<file path="src/common/qctl_defines.svh">
// global widths and counts of the pulse generator, included by the packages, RTL and testbench.
`ifndef QCTL_DEFINES_SVH
`define QCTL_DEFINES_SVH

// time counter and trigger time width.
`define QCTL_TIME_W 24

// envelope address width, 256 entries per element.
`define QCTL_ENV_AW 8

// width of one I or Q sample component.
`define QCTL_SAMP_W 16

// number of waveform elements.
`define QCTL_NELEM 4

// width of one host command word.
`define QCTL_CMD_W 64

`endif

</file>
<file path="src/common/qctl_cmd_pkg.sv">
// command-side types (time, envelope address, channel, command words), imported by the RTL.
`default_nettype none

`include "qctl_defines.svh"

package qctl_cmd_pkg;

	typedef logic [`QCTL_TIME_W-1:0] time_t;
	typedef logic [`QCTL_ENV_AW-1:0] env_addr_t;
	typedef logic [$clog2(`QCTL_NELEM)-1:0] chan_t;

	// unused top bits of the command word.
	localparam int unsigned CMD_RSVD_W = `QCTL_CMD_W - $bits(chan_t) - `QCTL_TIME_W
		- 2 * `QCTL_ENV_AW - `QCTL_SAMP_W;

	// host command, chan in the msbs.
	typedef struct packed {
		chan_t                   chan;
		time_t                   trigt;     // fire when tcnt equals this.
		env_addr_t               envstart;
		env_addr_t               envlength; // samples minus one.
		logic [`QCTL_SAMP_W-1:0] amp;       // q1.15 bits, read as amp_t.
		logic [CMD_RSVD_W-1:0]   rsvd;
	} wave_cmd_t;

	// per-pulse setup handed to an element with its start strobe.
	typedef struct packed {
		env_addr_t               envstart;
		env_addr_t               envlength;
		logic [`QCTL_SAMP_W-1:0] amp;
	} elem_start_t;

endpackage

`default_nettype wire

</file>
<file path="src/hdl/elem_cmd_decode.sv">
// command intake over req/ack, free-running time counter and trigger dispatch to the elements.
`timescale 1ns/1ps
`default_nettype none

`include "qctl_defines.svh"

module elem_cmd_decode
	import qctl_cmd_pkg::*;
(
	input  wire logic                 elem,
	input  wire logic                 rst,
	input  wire logic                 cmd_req,
	input  wire wave_cmd_t            cmd,
	output logic                      cmd_ack,
	output time_t                     tcnt,
	output logic [`QCTL_NELEM-1:0]    start,
	output elem_start_t               start_cfg
);

	typedef enum logic [1:0] {
		IDLE,
		ACKED,
		WAIT_DROP
	} intake_state_t;

	intake_state_t state;
	wave_cmd_t     cmd_r;
	logic          pending;
	logic          accept;
	logic          fire;

	// take a new command only with nothing queued.
	assign accept = (state == IDLE) && cmd_req && !pending;
	assign fire = pending && (cmd_r.trigt == tcnt);
	assign cmd_ack = (state == ACKED);

	always_ff @(posedge elem) begin
		if (rst) begin
			tcnt <= '0;
		end else begin
			tcnt <= tcnt + 1'b1; // wraps.
		end
	end

	// four-phase intake.
	always_ff @(posedge elem) begin
		if (rst) begin
			state <= IDLE;
		end else begin
			case (state)
				IDLE: if (accept) state <= ACKED;
				ACKED: if (!cmd_req) state <= WAIT_DROP; // ack drops next cycle.
				default: state <= IDLE;
			endcase
		end
	end

	always_ff @(posedge elem) begin
		if (rst) begin
			pending <= 1'b0;
		end else if (accept) begin
			pending <= 1'b1;
		end else if (fire) begin
			pending <= 1'b0;
		end
	end

	always_ff @(posedge elem) begin
		if (accept) begin
			cmd_r <= cmd;
		end
	end

	// one-cycle strobe to the element picked by chan.
	always_ff @(posedge elem) begin
		if (rst) begin
			start <= '0;
		end else begin
			start <= '0;
			if (fire) begin
				start[cmd_r.chan] <= 1'b1;
			end
		end
	end

	always_ff @(posedge elem) begin
		if (fire) begin
			start_cfg.envstart <= cmd_r.envstart;
			start_cfg.envlength <= cmd_r.envlength;
			start_cfg.amp <= cmd_r.amp;
		end
	end

endmodule

`default_nettype wire

</file>
<file path="config.mk">
export PLATFORM = sky130hd
export DESIGN_NAME = elem_cmd_decode
export DESIGN_NICKNAME = d
export VERILOG_FILES = /design/src/common/qctl_cmd_pkg.sv /design/src/hdl/elem_cmd_decode.sv
export VERILOG_INCLUDE_DIRS = /design/src /design/src/common
export SDC_FILE = /design/constraint.sdc
export NUM_CORES = 1
export LEC_CHECK = 0
export BUFFER_PORTS_ARGS = -buffer_cell sky130_fd_sc_hd__buf_2
export CORE_MARGIN = 2
export CORE_UTILIZATION = 35
export DETAILED_ROUTE_END_ITERATION = 10
export PLACE_DENSITY = 0.62
export SYNTH_ARGS = -nofsm -noshare
export SYNTH_HDL_FRONTEND = slang
export SYNTH_SLANG_ARGS = --single-unit
</file>
<file path="constraint.sdc">
create_clock -name elem -period 3.92 [get_ports elem]
set_input_delay 0.196 -clock elem [delete_from_list [all_inputs] [get_ports elem]]
set_output_delay 0.196 -clock elem [all_outputs]
set_load 0.005 [all_outputs]
</file>
Yosys cells after proc, flatten, opt, wreduce, memory -nomap -nowiden --
Cells that the tools add are included.
Word-level totals: flip-flop bits (word level) 121, input port bits 67
Operators by class: $add $sub $neg 1, $lt $le $gt $ge 2, eq/ne operators 4, multiplexer cells 7, bitwise logic cells 1, reductions and logical operators 9
Operators by type and width (count):
- $add A24 B1 Y24 const B | 1
- $eq A24 B24 Y1 | 1
- $logic_and A1 B1 Y1 | 4
- $mux W2 | 2
- $ne A2 B2 Y1 const B | 2
- $pmux W2 S2 | 1
- $lt A2 B3 Y1 const B | 1
- $mux W1 | 3
- $demux W1 S2 | 1
- $eq A2 B1 Y1 const B | 1
- $ge A2 B1 Y1 const B | 1
- $logic_not A2 Y1 | 1
- $reduce_and A2 Y1 | 1
- $reduce_bool A2 Y1 | 1
- $reduce_or A2 Y1 | 1
- $logic_not A1 Y1 | 1
- $not A1 Y1 | 1

Logic depth before layout (Yosys ltp) --
Gate-level depths: netlist of the first run.
depth in word-level cells 5, depth in mapped cells 6

Least setup slack after synthesis of the first run --
OpenSTA, ideal clock, no wires.
path type register to register, from register state[0], to register cmd_r[10] (netlist name), enable pin, arrival 2.937 ns, path slack 0.508 ns, stages on the path, launching flop included 4, buffers on the path 0, period minus slack after synthesis 3.412 ns, path through dfxtp_1 -> nor2_1 -> nand2_1 -> nor2_1
On the way: cells in the longest elaborated chain, start to end 3
RTL lines:
- start, declared | line elem_cmd_decode.sv:26 | intake_state_t state;
- start signal, assigned | line elem_cmd_decode.sv:48 | state <= IDLE;
- start signal, assigned | line elem_cmd_decode.sv:51 | IDLE: if (accept) state <= ACKED;
- start signal, assigned | line elem_cmd_decode.sv:52 | ACKED: if (!cmd_req) state <= WAIT_DROP;
- $logic_not A2 Y1 | line elem_cmd_decode.sv:33 | assign accept = (state == IDLE) && cmd_req && !pending;
- $logic_and A1 B1 Y1 (2 in series) | line elem_cmd_decode.sv:33
- via accept | line elem_cmd_decode.sv:29 | logic accept;
- end signal, assigned | line elem_cmd_decode.sv:70 | cmd_r <= cmd;
- end, declared | line elem_cmd_decode.sv:27 | wave_cmd_t cmd_r;
The timed path passes the listed nets, and every way through them passes these cells. A chain may end at the register's enable or synchronous reset.

Worst setup path in the final report of the first run --
from register tcnt[7], to register start_cfg[19] (netlist name), enable pin
On the way: cells in the longest elaborated chain, start to end 2
RTL lines:
- start, declared | line elem_cmd_decode.sv:15 | output time_t tcnt,
- start signal, assigned | line elem_cmd_decode.sv:41 | tcnt <= tcnt + 1'b1;
- $eq A24 B24 Y1 | line elem_cmd_decode.sv:34 | assign fire = pending && (cmd_r.trigt == tcnt);
- $logic_and A1 B1 Y1 | line elem_cmd_decode.sv:34
- via fire | line elem_cmd_decode.sv:30 | logic fire;
- end, declared | line elem_cmd_decode.sv:17 | output elem_start_t start_cfg
The timed path passes the listed nets, and every way through them passes these cells.

==> impl.org, run 1 <==
** Run status
- Run status :: complete, no violations

** Floorplan
- In this run the count of I/O pins placed on the die edge is approximately 130.
- Core outline area :: approximately 12000 µm²
- For this configuration, the core starts out at a cell density of 0.356.
- In this run the vertical extent of the chip is about 110 µm.
- The floorplan has 40 rows.
- Die W :: roughly 110 µm
- Die area :: roughly 13000 µm²

** Pwr
- Summed over all cells, the static leakage comes to 2.37 nW.
- In this run the power density over the cells is between 400 and 500 nW/µm².
- Max IR drop VDD :: roughly 0.22 mV

** GRT
- The first global-routing pass estimated between 10000 and 15000 µm of wire.
- Antenna violations before repair :: 0
- GRT Util Overall :: 0.144
- Final global-route overflow total :: 0
- Entering global routing, the biggest net connects 33 pins.
- The number of global-route vias before repair was 2840.

** Clock tree
- Clk buf depth :: 2
- In this run the number of H-tree levels came out at 4.
- Total CTS buffers :: 17
- Root Driver :: clkbuf_16
- # clock sinks :: 121
- Clock latency on the worst-skew pair :: 0.40 ns
- In this run, post-CTS repair resized a total of 0 instances.
- Once the clock tree was built, the setup fixing pass inserted 0 buffers.
- CTS tree :: yes
- Clock input transition at the sequential cells of the worst setup and hold paths :: 0.05 ns

** Detailed routing
- Using the TritonRoute via totals, the vias-per-cell ratio works out to around 4.6.
- Router iterations before antenna repair :: 4
- The detailed router placed roughly 2800 vias in this run.
- DRC marker count from the first detailed-route iteration :: 200
- After detailed routing, the average wire length per cell comes to 14.3 µm.
- Remaining DRCs :: 0
- For this block, the routed nets add up to ~8900 µm of wire.
- Number of nets with antenna violations after routing :: 0

** Layout
- In the final layout, the share of cells above drive strength 1 is 0.325.
- Number of inserted filler cells in the final layout :: approximately 1000
- Net total in the final layout :: 532
- Antenna diode count :: 0
- Relative to the synthesized area, the layout overhead comes to 45.4%.
- The count of cells in the finished layout, fillers not included, comes to approximately 620.

** Placed design
- Placed wire-length estimate :: ~6000 µm
- During placement, the flow inserted port buffers numbering approximately 120.
- Including well taps, the total number of placed cells is about 530.
- Worst Setup Slack post-DPL :: approximately 1.3 ns
- At the end of routability-driven placement, the weighted congestion stood at about 0.7.

** STA
- Timing-limited maximum frequency :: about 0.38 GHz
- Number of hold violations in the final report :: 0
- Setup tns final :: 0 ns
- The worst path meets setup with between 1 and 1.5 ns of slack.
- Worst Skew :: between 0.005 and 0.006 ns
- Of the available clock period, the critical path in the final layout requires 0.667.
- Setup violations remaining at the end of the flow were counted as 0.
- Min cycle time layout :: between 2 and 3 ns
- Slew Limit Headroom :: 0.412
- Fin. max-slew vios :: 0
- Setup repair after global routing missed its margin :: false
- For the pin with the worst max-slew slack, the measured transition is just under 0.9 ns.

** Critical path
- Launch instance of the worst register-to-register path :: tcnt[7]
- Data on the critical path arrives at its endpoint at around 2.6 ns.
- Data on the critical path is required at its endpoint by 3.94 ns.
- Cell Chain, Critical Path :: xnor2_1 -> nand4_1 -> or4_1 -> nor2_4
- Highest cell delay on the worst timing path :: between 0.7 and 0.8 ns
- The slowest stage of the critical path belongs to the cell nor2_4.
- The cell family contributing the most delay on the critical path is simple AND/OR/NAND/NOR gates.
- Largest fanout of any net on the critical path :: 32
- In this run the critical register-to-register path is captured at start_cfg[19].
- The worst setup path is captured at a flip-flop.
- Setup slack on the worst reg-to-reg path comes out at 1.31 ns.
- The number of cells on the worst reg-to-reg path is 4.
- STA classifies the critical path startpoint as a flip-flop.
- Together, buffers and inverters on the worst path number 0.
- Critical Setup Path Class :: reg2reg

** Min path
- Cell count of the worst hold path :: 2
- End of the worst hold path :: state[1]
- Critical hold path startpoint :: cmd_req
- The tightest min-delay check is of the in2reg type.

** Synth
- Yosys mapped the design onto 28 distinct sky130hd cell types.
- Cell area after technology mapping :: around 4300 µm²
- Counting flops and latches in the post-synthesis netlist gives between 100 and 150.
- Of the synthesized area, sequential elements account for 0.781.
- Commonest register cell after synthesis :: edfxtp_1
- Average cell area after synthesis :: approximately 16 µm²
- Cell count after synthesis :: about 270
- Counting flops with an async set or reset pin after synthesis yields a share of 0.
- Yosys mapped a number of flops with a built-in enable equal to 90.
- Yosys warns :: 0
- Post-Syn Nets :: 339

** Flow run
- Across the run, the number of max-cap violations was 0.
-- cells in the mapped netlist, types with 2 or more instances --
| cell | n | share of area |
|---|---|---|
| nand4_1 | 7 | 0.010 |
| o31ai_1 | 2 | 0.0035 |
| nand3_1 | 7 | 0.0082 |
| a21oi_1 | 14 | 0.016 |
| edfxtp_1 | 90 | 0.64 |
| xnor2_1 | 20 | 0.041 |
| nor4_1 | 5 | 0.0074 |
| o21ai_0 | 10 | 0.012 |
| clkbuf_1 | 3 | 0.0026 |
| inv_1 | 4 | 0.0035 |
| nor3_1 | 5 | 0.0059 |
| nor4b_1 | 3 | 0.0062 |
| or4_1 | 6 | 0.011 |
| nor2_1 | 15 | 0.013 |
| nor2b_1 | 3 | 0.0044 |
| xor2_1 | 13 | 0.027 |
| and4_1 | 2 | 0.0041 |
| or3_1 | 11 | 0.016 |
| nand2_1 | 11 | 0.0097 |
| nand4_2 | 2 | 0.0059 |
| dfxtp_1 | 31 | 0.15 |
-- power breakdown --
part	switching (mW)	internal [mW]
Clock	0.528	0.932
Combinational	0.0548	0.0773
Sequential	0.0184	1.43
Total	0.602	2.44
-- kinds of logic (layout without fill, tap and decap cells) --
kind of cell	count (synthesis)	in the layout	share of synthesized area
buffers and inverters	10	216	0.00941
AND/OR/NAND/NOR	79	79	0.105
adder cells (fa/ha/maj)	1	1	0.00294
flip-flops	121	121	0.781
XOR/XNOR	33	33	0.0679
AO/OA/AOI/OAI	27	27	0.0335
-- layer usage --
metal	vias up	global-route usage	wire length, µm
met5	-	0	0
met2	116	0.232	4210
met4	0	0.0650	185
li1	1404	-	-
met1	1312	0.176	3970
met3	16	0.0471	572
-- placed cells by master, fill, tap and decap left out, drive strengths merged --
cell type | netlist | routed
ha | 1 | 1
xor2 | 13 | 13
nand2 | 11 | 11
a21oi | 14 | 14
dlygate4sd3 | 0 | 58
or3 | 11 | 11
o31ai | 2 | 2
o21a | 1 | 1
clkinvlp | 0 | 2
nor4b | 3 | 3
buf | 2 | 122
nand2b | 1 | 1
nor2 | 15 | 15
clkinv | 0 | 7
dfxtp | 31 | 31
and3 | 1 | 1
and4 | 2 | 2
nor4 | 5 | 5
clkbuf | 4 | 20
nand3 | 7 | 7
edfxtp | 90 | 90
bufinv | 0 | 2
nand4 | 9 | 9
nor3 | 5 | 5
or4 | 6 | 6
inv | 4 | 5
xnor2 | 20 | 20
o21ai | 10 | 10
nor2b | 3 | 3
-- state kept, by name, summed over array words and instances, names as in the netlist --
name       cells
cmd_r         58
start_cfg     32
tcnt          24
start          4
state          2
pending        1
-- worst max-delay path by stage --
stage	endpoint	slack, ns	start	cells past startpoint
5_1_grt	start_cfg[21]	1.12	tcnt[7]	4
4_1_cts	start_cfg[21]	1.24	tcnt[7]	4
3_5_place_dp	start_cfg[6]	1.26	tcnt[7]	4
3_3_place_gp	start_cfg[20]	1.32	tcnt[7]	4
2_1_floorplan	cmd_r[10]	0.51	state[0]	3
6_report	start_cfg[19]	1.31	tcnt[7]	4
-- cell type report --
type | instances | area, µm² | share of cell area
Clock buffer | 20 | 437 | 0.0706
Clock inverter | 12 | 126 | 0.0204
Inverter | 4 | 15.0 | 0.00243
Timing Repair Buffer | 180 | 1190 | 0.193
Multi-Input combinational cell | 140 | 906 | 0.146
Sequential cell | 121 | 3320 | 0.537
Tap cell | 147 | 184 | 0.0297
-- stage by stage --
step	hold slack [ns]	util	total power [mW]	instance area, µm²
finish	0.0166	0.517	3.04	6180
floorplan	0.275	-	1.51	4250
CTS	0.00239	0.517	3.08	6180
global route	0.00101	0.517	3.16	6180
detailed placement	0.374	0.421	1.57	5040
global placement	0.372	0.421	1.56	5040
-- what timing repair did --
item | CTS | global route
hold endpoints to repair | 58 | 0
endpoints found under the setup margin | 0 | 0
hold buffers | 58 | 0
No activity file was read; power rests on OpenSTA's default activity.
==> inputs of run 2 (changes only) <==
==> constraint.sdc (replaced) <==
create_clock -name elem -period 2.5 [get_ports elem]
set_input_delay 0.125 -clock elem [delete_from_list [all_inputs] [get_ports elem]]
set_output_delay 0.125 -clock elem [all_outputs]
set_load 0.005 [all_outputs]
==> impl.org, run 2 (synthesized netlist as in run 1, its figures left out) <==
** Critical path
- Along the worst path, the maximum fanout reaches 10.
- The worst setup path is launched from a flip-flop.
- The slowest stage of the critical path is the or4_1 cell.
- Largest delay share family, worst path :: simple AND/OR/NAND/NOR gates
- The number of cells on the worst reg-to-reg path is 4.
- Counting stages on the worst path, the most repeated cell is or4_1.
- In this run the critical register-to-register path is launched from tcnt[6].
- Highest cell delay on the worst timing path :: about 0.67 ns
- Cell Chain, Critical Path :: nand4_2 -> or4_1 -> or4_1 -> a21oi_1
- STA puts the critical path data required time at around 2.8 ns.
- Arrival time of the worst setup path :: between 2 and 2.5 ns
- The worst setup path is captured at a flip-flop.
- In this run the critical register-to-register path is captured at tcnt[23].
- The setup path with the least slack is of type reg2reg.
- CP Buf/Inv Count :: 0
- Setup slack on the worst flop-to-flop path :: around 0.34 ns

** Clock tree
- The tree is rooted in a clkbuf_16.
- Once the clock tree was built, the resizer swapped 0 gates to a different size.
- Counting the buffers created by CTS gives 17.
- CTS tree :: yes
- Clock latency on the worst-skew pair :: around 0.4 ns
- # clock sinks :: around 120
- Maximum level of the CTS H-tree :: 4
- In this run the post-CTS setup repair buffer count came out at 0.
- The clock passes through at most 2 buffers.
- Post-CTS Hold Fix Bufs :: 59
- Clock input transition at the sequential cells of the worst setup and hold paths :: about 0.050 ns

** STA
- Min cycle time layout :: approximately 2.2 ns
- Timing-limited maximum frequency :: roughly 0.46 GHz
- Setup repair after global routing missed its margin :: false
- The final-report max-slew violation count was 0.
- Summed over all failing endpoints, the final setup total negative slack is 0 ns.
- Final worst-path cycle share :: 0.863
- Number of hold violations in the final report :: 0
- Final-report setup violation count :: 0
- In this run the tightest slew margin relative to its limit is 0.625.
- Worst Skew :: between 0.005 and 0.006 ns
- At the pin with the least slew margin, the transition time is roughly 0.56 ns.

** Pwr
- Of the total power, combinational logic draws 0.042.
- Of the total power, the share spent switching nets is 0.177.
- Summed over all nets, the switching power comes to 0.913 mW.
- Final Power :: 5.16 mW
- Sequential group share of total power :: 0.441
- Cell internal power was estimated by the tool at 4.24 mW.
- The worst-case IR drop observed on VDD is 0.507 mV.
- For this design the ratio of total power to cell area is 807 nW/µm².
- Static power due to leakage :: around 2.5 nW
- Of the total power, the clock network draws 0.517.

** Layout
- Of the cells placed in the final design, the portion with a size suffix greater than 1 is 0.334.
- Number of inserted filler cells in the final layout :: ~970
- The register with the most flip-flops in the layout has 58 of them.
- Regs by FF count :: cmd_r x58, start_cfg x32, tcnt x24
- Net total in the final layout :: roughly 540
- Most common cell after layout, fill and taps aside :: buf_2
- Syn-to-layout area delta :: 50.2%
- Top reg by flops :: cmd_r
- Leaving out fill and tap cells, the most frequent cells in the layout are 121 x buf_2, 90 x edfxtp_1, 59 x dlygate4sd3_1.
- The number of antenna diodes in the final layout is 0.

** Detailed routing
- Router iterations before antenna repair :: 4
- Met3 wire length :: 604 µm
- Routed wl met2 :: between 4000 and 5000 µm
- Detailed Route WL :: 9330 µm
- After detailed routing, the number of remaining DRC violations is 0.
- Dividing the detail-routed wire length by the instance count gives 14.7 µm.
- The count of nets left with antenna violations once routing finished came out at 0.
- After detailed routing, the wire length on met1 is just over 4000 µm.
- The highest metal layer carrying signal wires in the routed design is met4.
- Vias :: between 2000 and 3000
- After the first detailed-routing iteration, the DRC count stood at 226.
- In the routed layout, each cell is associated on average with a via count of about 4.6.

** Floorplan
- Row generation in the floorplan step produced 40 rows.
- Die W :: ~110 µm
- Core outline area :: between 10000 and 15000 µm²
- Die Y :: around 110 µm
- Die area :: 13100 µm²
- Starting utilization of the core area :: 0.356
- I/O pin total :: 128

** Min path
- Cell count of the worst hold path :: 2
- Class of the most critical hold timing path :: in2reg
- End of the worst hold path :: tcnt[15]
- Critical hold path startpoint :: rst

** GRT
- The number of global-route vias before repair came to roughly 3000.
- Maximum number of pins on one net before global-route repair :: 59
- The initial antenna violation count is 0.
- Final global-route overflow total :: 0
- The first global-routing pass estimated around 14000 µm of wire.
- GRT Util Overall :: 0.149

** Placed design
- During placement, the flow inserted port buffers numbering between 100 and 150.
- Routability-driven placement finished with a final weighted congestion of 0.748.
- The wire-length estimate of the detail-placed layout is roughly 6000 µm.

** Run status
- The run finished with clean final reports.

** Flow run
- Across the run, the number of max-cap violations was 0.
-- run 2: cell count changes in the layout (fill, tap and decap cells not counted), moves of 2 or more --
cell | previous run | this run
clkinv_2 | 5 | 0
clkbuf_8 | 0 | 4
buf_4 | 1 | 9
bufinv_16 | 2 | 5
buf_12 | 0 | 2
clkinv_4 | 2 | 0
-- run 2: per-layer routing --
metal / global-route usage / up-vias
met3: 0.0577 / 13
met4: 0.0610 / 0
li1: - / 1432
met1: 0.171 / 1393
met2: 0.250 / 109
met5: 0 / -
-- run 2: power by group through the flow --
stage                     sequential (mW)  combinational [mW]  clock (mW)
final                                2.27               0.216        2.67
after global routing                 2.28               0.236        2.81
after CTS                            2.27               0.216        2.72
after detailed placement             2.31               0.144           0
after global placement               2.31               0.140           0
after floorplan                      2.31              0.0638           0
-- run 2: worst register-to-register path: cells and delay by family, from the launching register on --
| family | cells | cell delay, ns |
|---|---|---|
| AOI/OAI and AO/OA | 1 | 0.14 |
| and+or+nand+nor | 3 | 1.44 |
| DFF | 1 | 0.50 |
-- run 2: worst max-delay path by stage --
stage              from            end  depth (start not counted)  slack, ns
5_1_grt         tcnt[0]       tcnt[18]                          5       0.17
4_1_cts         tcnt[7]  start_cfg[29]                          5       0.31
6_report        tcnt[6]       tcnt[23]                          4       0.34
2_1_floorplan  state[0]      cmd_r[10]                          3       0.07
3_5_place_dp    tcnt[8]  start_cfg[13]                          5       0.32
3_3_place_gp    tcnt[4]   start_cfg[9]                          5       0.34
-- run 2: area by class of cell --
class / instances / area [µm²] / area share
multi-input combinational: 140 / 906 / 0.142
inverter: 4 / 15.0 / 0.00235
timing repair buffer: 191 / 1300 / 0.204
clock inverter: 7 / 161 / 0.0253
clock buffer: 25 / 495 / 0.0776
tap: 147 / 184 / 0.0288
sequential: 121 / 3320 / 0.520
-- run 2: metrics by stage --
| stage | hold WS, ns | std cells | instance area [µm²] | setup WS [ns] | util |
|---|---|---|---|---|---|
| floorplan | 0.204 | 271 | 4260 | 0.0739 | - |
| global placement | 0.302 | 544 | 5140 | 0.344 | 0.430 |
| detailed placement | 0.303 | 544 | 5140 | 0.315 | 0.430 |
| CTS | 0.186 | 635 | 6390 | 0.310 | 0.534 |
| global route | 0.220 | 635 | 6390 | 0.169 | 0.534 |
| finish | 0.203 | 635 | 6390 | 0.343 | 0.534 |
