`config.mk`:
```
export PLATFORM = sky130hd
export DESIGN_NAME = elem_sum
export DESIGN_NICKNAME = d
export VERILOG_FILES = /design/src/common/qctl_cmd_pkg.sv /design/src/common/qctl_wave_pkg.sv /design/src/hdl/elem_sum.sv
export VERILOG_INCLUDE_DIRS = /design/src /design/src/common
export SDC_FILE = /design/constraint.sdc
export NUM_CORES = 1
export LEC_CHECK = 0
export BUFFER_PORTS_ARGS = -buffer_cell sky130_fd_sc_hd__buf_2
export CAP_MARGIN = 30
export CORE_MARGIN = 2
export CORE_UTILIZATION = 35
export DETAILED_ROUTE_END_ITERATION = 16
export PLACE_DENSITY = 0.64
export SYNTH_ARGS = -nofsm -noshare
export SYNTH_HDL_FRONTEND = slang
export SYNTH_SLANG_ARGS = --single-unit
```
`constraint.sdc`:
```
create_clock -name elem -period 5.1 [get_ports elem]
set_clock_uncertainty 0.2 [all_clocks]
set_input_delay 0.255 -clock elem [delete_from_list [all_inputs] [get_ports elem]]
set_output_delay 0.255 -clock elem [all_outputs]
set_load 0.02 [all_outputs]
```
`src/common/qctl_defines.svh`:
```
// global widths and counts of the pulse generator, included by the packages, RTL and testbench.
`ifndef QCTL_DEFINES_SVH
`define QCTL_DEFINES_SVH

// time counter and trigger time width.
`define QCTL_TIME_W 24

// envelope address width, 256 entries per element.
`define QCTL_ENV_AW 8

// width of one I or Q sample component.
`define QCTL_SAMP_W 16

// number of waveform elements.
`define QCTL_NELEM 4

// width of one host command word.
`define QCTL_CMD_W 64

`endif

```
`src/common/qctl_cmd_pkg.sv`:
```
// command-side types (time, envelope address, channel, command words), imported by the RTL.
`default_nettype none

`include "qctl_defines.svh"

package qctl_cmd_pkg;

	typedef logic [`QCTL_TIME_W-1:0] time_t;
	typedef logic [`QCTL_ENV_AW-1:0] env_addr_t;
	typedef logic [$clog2(`QCTL_NELEM)-1:0] chan_t;

	// unused top bits of the command word.
	localparam int unsigned CMD_RSVD_W = `QCTL_CMD_W - $bits(chan_t) - `QCTL_TIME_W
		- 2 * `QCTL_ENV_AW - `QCTL_SAMP_W;

	// host command, chan in the msbs.
	typedef struct packed {
		chan_t                   chan;
		time_t                   trigt;     // fire when tcnt equals this.
		env_addr_t               envstart;
		env_addr_t               envlength; // samples minus one.
		logic [`QCTL_SAMP_W-1:0] amp;       // q1.15 bits, read as amp_t.
		logic [CMD_RSVD_W-1:0]   rsvd;
	} wave_cmd_t;

	// per-pulse setup handed to an element with its start strobe.
	typedef struct packed {
		env_addr_t               envstart;
		env_addr_t               envlength;
		logic [`QCTL_SAMP_W-1:0] amp;
	} elem_start_t;

endpackage

`default_nettype wire

```
`src/common/qctl_wave_pkg.sv`:
```
// sample-side types (amplitude, I/Q samples, envelope writes), imported by the RTL.
`default_nettype none

`include "qctl_defines.svh"

package qctl_wave_pkg;

	import qctl_cmd_pkg::chan_t;
	import qctl_cmd_pkg::env_addr_t;

	typedef logic signed [`QCTL_SAMP_W-1:0] amp_t;  // q1.15.
	typedef logic signed [`QCTL_SAMP_W-1:0] samp_t;

	typedef struct packed {
		samp_t i;
		samp_t q;
	} iq_t;

	// one envelope ram write, routed by chan.
	typedef struct packed {
		chan_t     chan;
		env_addr_t addr;
		iq_t       data;
	} env_wr_t;

endpackage

`default_nettype wire

```
`src/hdl/elem_sum.sv`:
```
// sums the element I/Q streams in a pipelined adder tree and stamps each output with its time.
`timescale 1ns/1ps
`default_nettype none

`include "qctl_defines.svh"

module elem_sum
	import qctl_cmd_pkg::*, qctl_wave_pkg::*;
(
	input  wire logic                  elem,
	input  wire logic                  rst,
	input  wire logic [`QCTL_NELEM-1:0] in_valid,
	input  wire iq_t                   in_iq [`QCTL_NELEM],
	input  wire time_t                 tcnt,
	output logic                       out_valid,
	output iq_t                        out_iq,
	output time_t                      out_tcnt
);

	localparam int unsigned SUM_LAT = 3;

	iq_t        in_r [`QCTL_NELEM];
	iq_t        pair0;
	iq_t        pair1;
	logic [2:0] valid_sr;
	time_t      ts1;
	time_t      ts2;

	// component-wise add, overflow wraps.
	function automatic iq_t iq_add(input iq_t a, input iq_t b);
		iq_t s;
		s.i = a.i + b.i;
		s.q = a.q + b.q;
		return s;
	endfunction

	always_ff @(posedge elem) begin
		for (int n = 0; n < `QCTL_NELEM; n++) begin
			in_r[n] <= in_iq[n];
		end
		pair0 <= iq_add(in_r[0], in_r[1]);
		pair1 <= iq_add(in_r[2], in_r[3]);
		out_iq <= iq_add(pair0, pair1);
	end

	// stamp is the counter value of the cycle the sum leaves.
	always_ff @(posedge elem) begin
		if (rst) begin
			valid_sr <= '0;
			ts1 <= '0;
			ts2 <= '0;
			out_tcnt <= '0;
		end else begin
			valid_sr <= {valid_sr[1:0], |in_valid};
			ts1 <= tcnt + time_t'(SUM_LAT);
			ts2 <= ts1;
			out_tcnt <= ts2;
		end
	end

	assign out_valid = valid_sr[2];

endmodule

`default_nettype wire

```
* Word-level counts from Yosys, hierarchy flattened
Memories as Yosys holds them, arrays and structs flattened.
Index checks and enable logic that the tools add are counted.
** Cells by class
- Add/subtract/negate cells :: 7
- Multipliers :: 0
- Div/mod/pow operators :: 0
- Order comparisons :: 0
- Eq/ne operators :: 0
- Shift-type cells :: 0
- Mux-type cells :: 0
- Bitwise gates (word level) :: 0
- Reduce and logical (&&, ||, !) cells :: 1
** Operators by type and width (number)
- $add A16 B16 Y16 :: 6
- $add A24 B2 Y24 const B :: 1
- $reduce_or A4 Y1 :: 1
** Word-level totals
- Register bits :: 171
- Latch bits :: 0
- Bits in writable memories :: 128
- Bits in read-only memories :: 0
- Bits of input ports :: 158
- Memories :: 1
** Memory list
- in_r :: words 4, bits a word 32, read ports 4, clocked after Yosys merged registers in 0, write ports 4, RTL line elem_sum.sv:22 : iq_t in_r [`QCTL_NELEM];

* Longest topological paths before layout
Gate-level depths: netlist of the first run.
- Depth after elaboration :: 1
- Mapped depth :: 8
- Depth with buffers taken out :: 8

* Worst setup path before layout of the first run
Ideal clock, no wire load.
- Path type :: reg2reg
- Start point :: memory in_r[3][16] (netlist bit)
- End point :: register pair1[26] (netlist bit)
- Arrival time :: 1958 ps
- Slack :: 2821 ps
- Stages on the path, launching flop included :: 9
- Period minus slack after synthesis :: 2279 ps
- Cell sequence :: dfxtp_1 > ha_1 > fa_1 > a211oi_1 > o21bai_1 > a211oi_1 > nor2_1 > or2_2 > xor2_1
** RTL lines
- start, declared :: RTL line elem_sum.sv:22
- end signal, assigned :: RTL line elem_sum.sv:42 : pair1 <= iq_add(in_r[2], in_r[3]);
- end, declared :: RTL line elem_sum.sv:24 : iq_t pair1;

==> reports/metrics.csv, run 1 <==
stage,metric,value,unit
yosys,synth-edff-count,0,
timing,slew_headroom,0.5231,
min_path,hp-class,in -> reg,
floorplan,die_y,180.7,microns
timing,tns,0,ns
clocking,clock_sinks,299,
finish,syn2layout_area_growth,39.04,%
route,drc,0,
yosys,synth_ff_type,dfxtp_1,
place,dp_hpwl,16.40,mm
timing,hold_violations,0,
clocking,clock_latency,0.57,ns
route,routedWlPerCell,13.65,microns
worst_setup_path,reg2reg_slack,2.49,ns
yosys,yosysUniqueCellTypes,62,
worst_setup_path,setup.worst_path.start,in_r[3][0],
floorplan,start_util,0.3564,
pwr,ir_drop,0.2976,mV
run_status,status,"complete, no violations",
finish,final_nets,1639,
finish,layout_commonest_cell,dfxtp_1,
clocking,cts_setup_buffers,0,
global_routing,grt_use_total,0.1494,
worst_setup_path,path_max_fanout,4,
worst_setup_path,r2r_cells,7,
route,ant_nets,0,
floorplan,rows,64,
worst_setup_path,critical_path_class,reg -> reg,
timing,fmax,0.3836,GHz
clocking,tritoncts,done,
finish,final_cell_count_no_fill,1801,
clocking,clk_pin_slew,0.06,ns
yosys,avgSynthCellArea,11.17,sq um
global_routing,met1_usage,0.1737,
place,port_buffers,214,
clocking,clk_path_buf_depth,3,
global_routing,grt_pass1_wl,40.42,mm
global_routing,busiest_layer,met2,
worst_setup_path,crit_end,pair1[14],
timing,period_needed,2.607,ns
floorplan,core,30670,sq um
route,wl,24.59,mm
floorplan,die_w,180.7,microns
place,placed_cell_area,12460,sq um
worst_setup_path,reg2reg_to,pair1[14],
worst_setup_path,r2r-start,in_r[3][0],
yosys,syn-cell-area,10930,sq um
yosys,async_flop_share,0,
finish,drive_above_1_share,0.2021,
global_routing,met2_usage,0.2697,
timing,maxSlewViolCount,0,
worst_setup_path,endpoint_kind,register,
clocking,cts-resized-gates,0,
timing,worst_pin_slew,0.7154,ns
yosys,yosysWarnings,0,
global_routing,met3_usage,0.03245,
place,dp_cells,1578,
yosys,synth_cells,979,
run,maxCapViolCount,0,
route,drtIter0Drc,283,
route,num_vias,8224,
clocking,cts_made_buffers,31,
global_routing,overflow,0,
finish,most-common-layout-cells,"299 x dfxtp_1, 214 x buf_2, 169 x dlygate4sd3_1",
worst_setup_path,critPathLaunchType,register,
yosys,synth_fp_nets,1234,
floorplan,die_area,32660,sq um
clocking,cts_root_buffer,clkbuf_16,
global_routing,grt_max_degree,76,
clocking,htree_levels,1,
floorplan,ios,215,
place,gp_congestion,0.8141,
finish,fin_area,15200,sq um
route,drtPass1Iterations,4,
timing,rsz0062_at_grt,no,
min_path,min_from,rst,
route,via_per_inst,4.566,
timing,period_share,0.5112,
finish,multi_input_area,4822,sq um
global_routing,antenna_found_initial,0,
yosys,synth-seq-cells,299,
global_routing,grt_pass1_vias,8559,
worst_setup_path,arrival,2.85,ns
pwr,pwr_density_cell,437.7,nW/um^2
finish,seq_area,5986,sq um
finish,nFillCells,2707,
finish,diodes,0,
timing,setup_violations,0,
worst_setup_path,crit_required,5.34,ns
pwr,power.leakage,0.006836,uW
yosys,synth_seq_area_share,0.5476,
[repair_timing]
action	in CTS	in global routing
endpoints found under the setup margin	0	0
hold endpoints to repair	153	0
hold buffers	169	0
[where the power goes]
part	internal, uW	switching, uW	leakage (uW)
registers	2660	107	0.00251
logic	723	875	0.00381
clock network	1380	905	0.000517
[cell type report]
class | instances | area share
inverter | 21 | 0.005186
tap | 396 | 0.03260
clock inverter | 10 | 0.009384
clock buffer | 44 | 0.05952
timing repair buffer | 384 | 0.1823
multi-input combinational | 647 | 0.3173
sequential | 299 | 0.3938
[worst max-delay path, stage by stage, from the launching register on]
cell and delay [ns]:
dfxtp_1 0.30, ha_1 0.24, fa_1 0.42, a21oi_1 0.20, o21ai_0 0.13, a31oi_1 0.42, o22ai_1 0.21, o311ai_0 0.36
[state kept, by name (all words and copies together), names as in the netlist]
signal and cells:
in_r 128, pair0 32, out_tcnt 24, ts1 24, pair1 32, ts2 24
valid_sr 3, out_iq 32
[metal layers]
layer | part of all wire | routed length [microns]
met5 | 0 | 0
met4 | 0.033 | 815
met1 | 0.42 | 10310
met2 | 0.49 | 11980
met3 | 0.060 | 1480
[cells by family after synthesis]
kind of cell | Yosys count | synth area share
fa+ha+maj | 97 | 0.1151
compound gates | 205 | 0.1254
buf+inv | 33 | 0.01133
simple gates | 243 | 0.1185
flops | 299 | 0.5476
mux | 2 | 0.001946
xor+xnor | 100 | 0.08012
[cells in the mapped netlist, drive strengths merged, types with 7 or more instances]
master | n | area [sq um]
dfxtp | 299 | 5986
ha | 91 | 1139
a21oi | 67 | 354.1
nor2 | 59 | 221.5
nor2b | 59 | 369.1
xnor2 | 55 | 481.7
xor2 | 45 | 394.1
nand2 | 39 | 146.4
o21ai | 35 | 175.2
a21o | 32 | 240.2
inv | 21 | 78.83
nand3 | 15 | 75.07
nand4 | 15 | 93.84
and3 | 13 | 87.59
o21bai | 12 | 90.09
nor3 | 11 | 55.05
clkbuf | 9 | 33.78
a211oi | 8 | 65.06
nand2b | 8 | 50.05
a31oi | 7 | 43.79
and2 | 7 | 43.79
o31ai | 7 | 52.55
[worst min path at each step]
| stage | end | slack (ns) | cells after the start |
|---|---|---|---|
| floorplan | in_r[0][0] | 0.08 | 0 |
| global route | in_r[2][23] | 0.11 | 2 |
| global placement | in_r[0][16] | 0.16 | 1 |
| CTS | in_r[1][31] | 0.08 | 2 |
| detailed placement | in_r[2][4] | 0.16 | 1 |
| finish | ts1[1] | 0.11 | 3 |
[per-stage QoR]
step / setup WS (ns) / power (uW) / hold slack, ns / util
after floorplan: 2.821 / 3875 / 0.08272 / -
after global placement: 2.566 / 4304 / 0.1575 / 0.4063
after detailed placement: 2.548 / 4320 / 0.1586 / 0.4063
after CTS: 2.481 / 6736 / 0.08247 / 0.4956
after global routing: 2.338 / 7015 / 0.1092 / 0.4956
final: 2.493 / 6653 / 0.1139 / 0.4956
(Power assumes the default switching activity.)
==> run 2: changes to the inputs <==
Clock period 5.1 ns to 2.6 ns, I/O delays scaled along.
==> run 2 against run 1 <==
  * Non-clock buffer count grew 15
  * Power is 100% higher
  * Sequential power up 96%
  * Via count rose by 1.7%
  * Critical path type unchanged
==> reports/metrics.csv, run 2 (synthesized netlist as in run 1, its figures left out) <==
stage,metric,value,unit,change
run_status,status,"complete, no violations",,
timing,period_share,0.9517,,+0.4405
floorplan,die_y,180.7,microns,unchanged
pwr,switchingPower,3798,uW,+100%
worst_setup_path,path_cells,ha_1 > fa_1 > a211oi_2 > o21bai_1 > a211oi_2 > nor2_2 > or2_2 > xor2_1,,
floorplan,die_w,180.7,microns,unchanged
clocking,clock_sinks,299,,unchanged
route,drtPass1Iterations,4,,unchanged
timing,tns,0,ns,unchanged
finish,diodes,0,,unchanged
worst_setup_path,arrival,2.66,ns,-0.19 ns
worst_setup_path,endpoint_kind,register,,
pwr,clkPwrFrac,0.360,,+0.017
finish,largest_reg_flops,128,,unchanged
floorplan,ios,215,,unchanged
place,dp_hpwl,16.49,mm,+0.51%
min_path,min_path_cells,2,,-1
worst_setup_path,crit_required,2.79,ns,-2.55 ns
clocking,cts_made_buffers,35,,+13%
clocking,tritoncts,done,,
min_path,hp-class,in -> reg,,
global_routing,grt_pass1_vias,8724,,+1.9%
worst_setup_path,critical_path_class,reg -> reg,,
clocking,clk_path_buf_depth,3,,unchanged
finish,most-common-layout-cells,"299 x dfxtp_1, 214 x buf_2, 177 x dlygate4sd3_1",,
worst_setup_path,r2r_cells,8,,+1
global_routing,overflow,0,,unchanged
timing,maxSlewViolCount,0,,unchanged
clocking,clk_pin_slew,0.06,ns,about the same
route,num_vias,8365,,+1.7%
global_routing,grt_pass1_wl,40.76,mm,+0.84%
worst_setup_path,critPathBufInv,0,,unchanged
worst_setup_path,crit_family,adder cells,,
clocking,clock_latency,0.51,ns,-0.06 ns
timing,fin_ws,0.1257,ns,-2.367 ns
worst_setup_path,path_max_fanout,3,,-1
worst_setup_path,reg2reg_slack,0.13,ns,-2.37 ns
pwr,power.share.switching,0.2811,,-0.002507
timing,hold_violations,0,,unchanged
worst_setup_path,crit_slowest_cell,fa_1,,
clocking,htree_levels,2,,+1
pwr,power_frac_comb,0.238,,-0.002
global_routing,grt_use_total,0.1505,,+0.001084
worst_setup_path,cp_common_cell,a211oi_2,,
pwr,ir_drop,0.5796,mV,+95%
worst_setup_path,r2r-start,in_r[3][16],,
timing,period_needed,2.474,ns,-0.1328 ns
timing,hold_slack,0.05177,ns,-0.06213 ns
min_path,min_to,in_r[3][25],,
route,drtIter0Drc,265,,-6.4%
finish,syn2layout_area_growth,41.89,%,
clocking,cts_root_buffer,clkbuf_16,,
timing,fmax,0.4042,GHz,+5.4%
pwr,pwr_density_cell,871.2,nW/um^2,+99%
place,pre_cts_ws,0.1234,ns,-2.424 ns
timing,rsz0062_at_grt,no,,
route,drc,0,,unchanged
timing,setup_violations,0,,unchanged
timing,slew_headroom,0.5699,,+0.04680
finish,top_register,in_r,,
global_routing,antenna_found_initial,0,,unchanged
worst_setup_path,max_stage_delay,0.44,ns,+0.02 ns
floorplan,rows,64,,unchanged
pwr,internal_power,9714,uW,+100%
floorplan,start_util,0.3564,,unchanged
route,ant_nets,0,,unchanged
finish,drive_above_1_share,0.2136,,+0.01145
place,gp_congestion,0.8126,,-0.18%
floorplan,core,30670,sq um,unchanged
pwr,power_frac_seq,0.403,,-0.014
route,routedWlPerCell,13.65,microns,about the same
timing,worst_pin_slew,0.6452,ns,-0.07020 ns
place,port_buffers,214,,unchanged
min_path,min_from,in_iq[25],,
finish,fin_area,15510,sq um,+2.0%
pwr,power.leakage,0.006986,uW,+2.2%
floorplan,die_area,32660,sq um,unchanged
route,wl,24.91,mm,+1.3%
worst_setup_path,reg2reg_to,pair1[26],,
place,placed_cell_area,12510,sq um,+0.40%
finish,layout_commonest_cell,dfxtp_1,,
route,via_per_inst,4.586,,+0.43%
worst_setup_path,critPathLaunchType,register,,
finish,final_nets,1658,,+1.2%
run,maxCapViolCount,0,,unchanged
global_routing,grt_max_degree,42,,-45%
-- run 2: cell count changes in the layout (fill, tap and decap cells not counted), sizes merged --
cell,previous run,this run
clkbuf,44,52
dlygate4sd3,169,177
buf,215,222
bufinv,3,2
clkinvlp,1,2
-- run 2: worst max path at each step --
| stage | to | slack, ns | cells after the start | start |
|---|---|---|---|---|
| after detailed placement | pair1[26] | 0.12 | 8 | in_r[3][16] |
| after global placement | pair1[26] | 0.17 | 8 | in_r[3][16] |
| after global routing | pair1[14] | 0.03 | 8 | in_r[3][0] |
| after floorplan | pair1[26] | 0.32 | 8 | in_r[3][16] |
| after CTS | pair1[28] | 0.09 | 8 | in_r[3][16] |
| final | pair1[26] | 0.13 | 8 | in_r[3][16] |
-- run 2: power groups by stage --
stage	clock network, uW	registers, uW	logic, uW
final	4860	5440	3210
after global routing	5190	5500	3540
after CTS	4990	5450	3190
after detailed placement	0	5540	2970
after global placement	0	5540	2940
after floorplan	0	5810	1790
-- run 2: cell type report --
class | instances | area (sq um)
clock buffer | 52 | 1061
clock inverter | 10 | 120.1
fill | 2631 | 15160
sequential | 299 | 5986
inverter | 21 | 78.83
tap | 396 | 495.5
multi-input combinational | 647 | 4855
timing repair buffer | 399 | 2915
-- run 2: what timing repair did --
action,CTS,global route
hold buffers,177,0
buffers inserted,0,2
endpoints found under the hold margin,172,0
resized for setup,0,8
setup endpoints to repair,0,8
-- run 2: layer usage --
layer	vias to the layer above	global-route usage	wire length, microns
met5	-	0	0
met3	61	0.03104	1257
met2	223	0.2703	12270
met4	0	0.05484	706
li1	4277	-	-
met1	3804	0.1761	10670
-- run 2: stage by stage --
step                      power, uW  utilization  instances
after floorplan                7601            -        979
after global placement         8476       0.4079       1583
after detailed placement       8514       0.4079       1583
after CTS                     13630       0.5042       1822
after global routing          14230       0.5058       1824
final                         13510       0.5058       1824
==> run 3: changes to the inputs <==
Settings changed: CELL_PAD_IN_SITES_DETAIL_PLACEMENT from default to 0, CELL_PAD_IN_SITES_GLOBAL_PLACEMENT from default to 1, PLACE_DENSITY 0.64 to 0.76.
==> run 3 against run 2 <==
  * Clock power shrank 7.6%
  * Sequential power about the same
  * First-iteration DRC count is 6.8% lower
  * Utilization grew 3.5 points
  * Cell area up 6.9%
  * Hold slack worse by 0.037 ns
  * Power down 1.9%
  * Sequential share of layout area is 2.5 points lower
  * Register-to-register slack got worse by 0.03 ns
  * Critical path depth unchanged
  * Largest cell class unchanged
  * Largest power group unchanged
==> reports/metrics.csv, run 3 (synthesized netlist as in run 1, its figures left out) <==
stage,metric,value,unit,change
floorplan,die_w,180.7,microns,unchanged
global_routing,overflow,0,,unchanged
clocking,clock_latency,0.57,ns,+0.06 ns
route,ant_nets,0,,unchanged
clocking,clock_sinks,299,,unchanged
run,maxCapViolCount,0,,unchanged
floorplan,rows,64,,unchanged
place,dp_hpwl,16.88,mm,+2.4%
timing,rsz0062_at_grt,yes,,
timing,period_needed,2.503,ns,+0.02900 ns
timing,hold_violations,0,,unchanged
worst_setup_path,critPathLaunchType,register,,
global_routing,antenna_found_initial,1,,+1
floorplan,ios,215,,unchanged
worst_setup_path,max_stage_delay,0.43,ns,about the same
route,wl,26.81,mm,+7.7%
place,gp_congestion,0.8031,,-1.2%
worst_setup_path,endpoint_kind,register,,
floorplan,die_area,32660,sq um,unchanged
finish,syn2layout_area_growth,51.62,%,
worst_setup_path,crit_slowest_cell,fa_1,,
timing,maxSlewViolCount,0,,unchanged
finish,top_register,in_r,,
pwr,ir_drop,0.5251,mV,-9.4%
clocking,htree_levels,1,,-1
worst_setup_path,reg2reg_slack,0.1,ns,-0.03 ns
worst_setup_path,arrival,2.75,ns,+0.09 ns
clocking,clk_pin_slew,0.06,ns,about the same
pwr,total_power,13250,uW,-1.9%
pwr,pwr_density_cell,799.4,nW/um^2,-8.2%
floorplan,start_util,0.3564,,unchanged
timing,worst_pin_slew,0.7413,ns,+0.09608 ns
timing,slew_headroom,0.5058,,-0.06405
global_routing,grt_pass1_wl,44.49,mm,+9.2%
run_status,status,"complete, no violations",,
worst_setup_path,setup.worst_path.start,in_r[3][16],,
clocking,cts_made_buffers,31,,-11%
route,drtPass1Iterations,5,,+1
clocking,tritoncts,done,,
finish,drive_above_1_share,0.1939,,-0.01968
global_routing,grt_pass1_vias,9446,,+8.3%
finish,largest_reg_flops,128,,unchanged
worst_setup_path,path_max_fanout,3,,unchanged
min_path,hp-class,in -> reg,,
worst_setup_path,cp_common_cell,a211oi_1,,
worst_setup_path,r2r_cells,8,,unchanged
timing,tns,0,ns,unchanged
min_path,min_from,in_iq[108],,
clocking,clk_path_buf_depth,3,,unchanged
route,routedWlPerCell,13.83,microns,+1.3%
min_path,min_to,in_r[0][12],,
route,drtIter0Drc,247,,-6.8%
floorplan,core,30670,sq um,unchanged
clocking,cts_root_buffer,clkbuf_16,,
route,drc,0,,unchanged
min_path,min_path_cells,2,,unchanged
global_routing,grt_max_degree,43,,+2.4%
global_routing,grt_use_total,0.1640,,+0.01354
worst_setup_path,crit_required,2.85,ns,+0.06 ns
worst_setup_path,critical_path_class,reg -> reg,,
finish,nFillCells,2571,,-2.3%
timing,setup_violations,0,,unchanged
finish,final_nets,1774,,+7.0%
pwr,power.leakage,0.007411,uW,+6.1%
floorplan,die_y,180.7,microns,unchanged
worst_setup_path,path_cells,ha_1 > fa_1 > a211oi_1 > o21bai_1 > a211oi_1 > nor2_1 > or2_2 > xor2_1,,
finish,layout_commonest_cell,dfxtp_1,,
finish,most-common-layout-cells,"299 x dfxtp_1, 297 x dlygate4sd3_1, 214 x buf_2",,
route,via_per_inst,4.568,,-0.40%
timing,fmax,0.3995,GHz,-1.2%
timing,period_share,0.9628,,+0.01115
route,num_vias,8857,,+5.9%
worst_setup_path,r2r-start,in_r[3][16],,
place,port_buffers,214,,unchanged
worst_setup_path,reg2reg_to,pair1[26],,
-- run 3: worst max path at each step --
stage                      endpoint  slack (ns)
after floorplan           pair1[26]        0.32
after global placement    pair1[26]        0.14
after detailed placement  pair1[26]        0.15
after CTS                   ts1[11]       0.009
after global routing      pair1[26]       0.002
final                     pair1[26]         0.1
-- run 3: repair_timing --
item | in CTS | in global routing
setup buffers | 0 | 2
hold endpoints to repair | 182 | 1
setup endpoints to repair | 0 | 4
resized for setup | 0 | 9
hold buffers | 296 | 1
-- run 3: area by class of cell --
cell class | instances | area, sq um | area share
Timing Repair Buffer | 519 | 4104 | 0.2476
Multi-Input combinational cell | 647 | 4860 | 0.2932
Antenna cell | 1 | 2.502 | 0.0001510
Clock inverter | 15 | 185.2 | 0.01117
Sequential cell | 299 | 5986 | 0.3611
Inverter | 21 | 78.83 | 0.004756
Tap cell | 396 | 495.5 | 0.02989
Clock buffer | 41 | 863.3 | 0.05209
-- run 3: critical path, delay by kind of cell (launching register included) --
family,cells,cell delay [ns]
simple gates,2,0.42
compound gates,3,0.67
xor+xnor,1,0.14
flops,1,0.30
fa+ha+maj,2,0.65
-- run 3: metal layers --
layer  vias up  part of all wire  global-route usage
li1       4507                 -                   -
met2       219              0.53              0.3209
met4         0             0.025             0.04839
met1      4073              0.39              0.1751
met5         -                 0                   0
met3        58             0.049             0.03286
-- run 3: through the flow --
stage	setup slack, ns	util	cell area [sq um]	instances	hold WS (ns)
after floorplan	0.3210	-	10930	979	-0.04228
after global placement	0.1449	0.4075	12500	1583	0.03239
after detailed placement	0.1517	0.4075	12500	1583	0.03357
after CTS	0.008953	0.5383	16510	1935	0.003110
after global routing	0.001628	0.5404	16570	1939	0.002880
final	0.09667	0.5404	16570	1939	0.01499
-- run 3: power by group --
group / switching, uW / internal (uW)
logic: 1770 / 1570
registers: 196 / 5220
clock network: 1840 / 2640
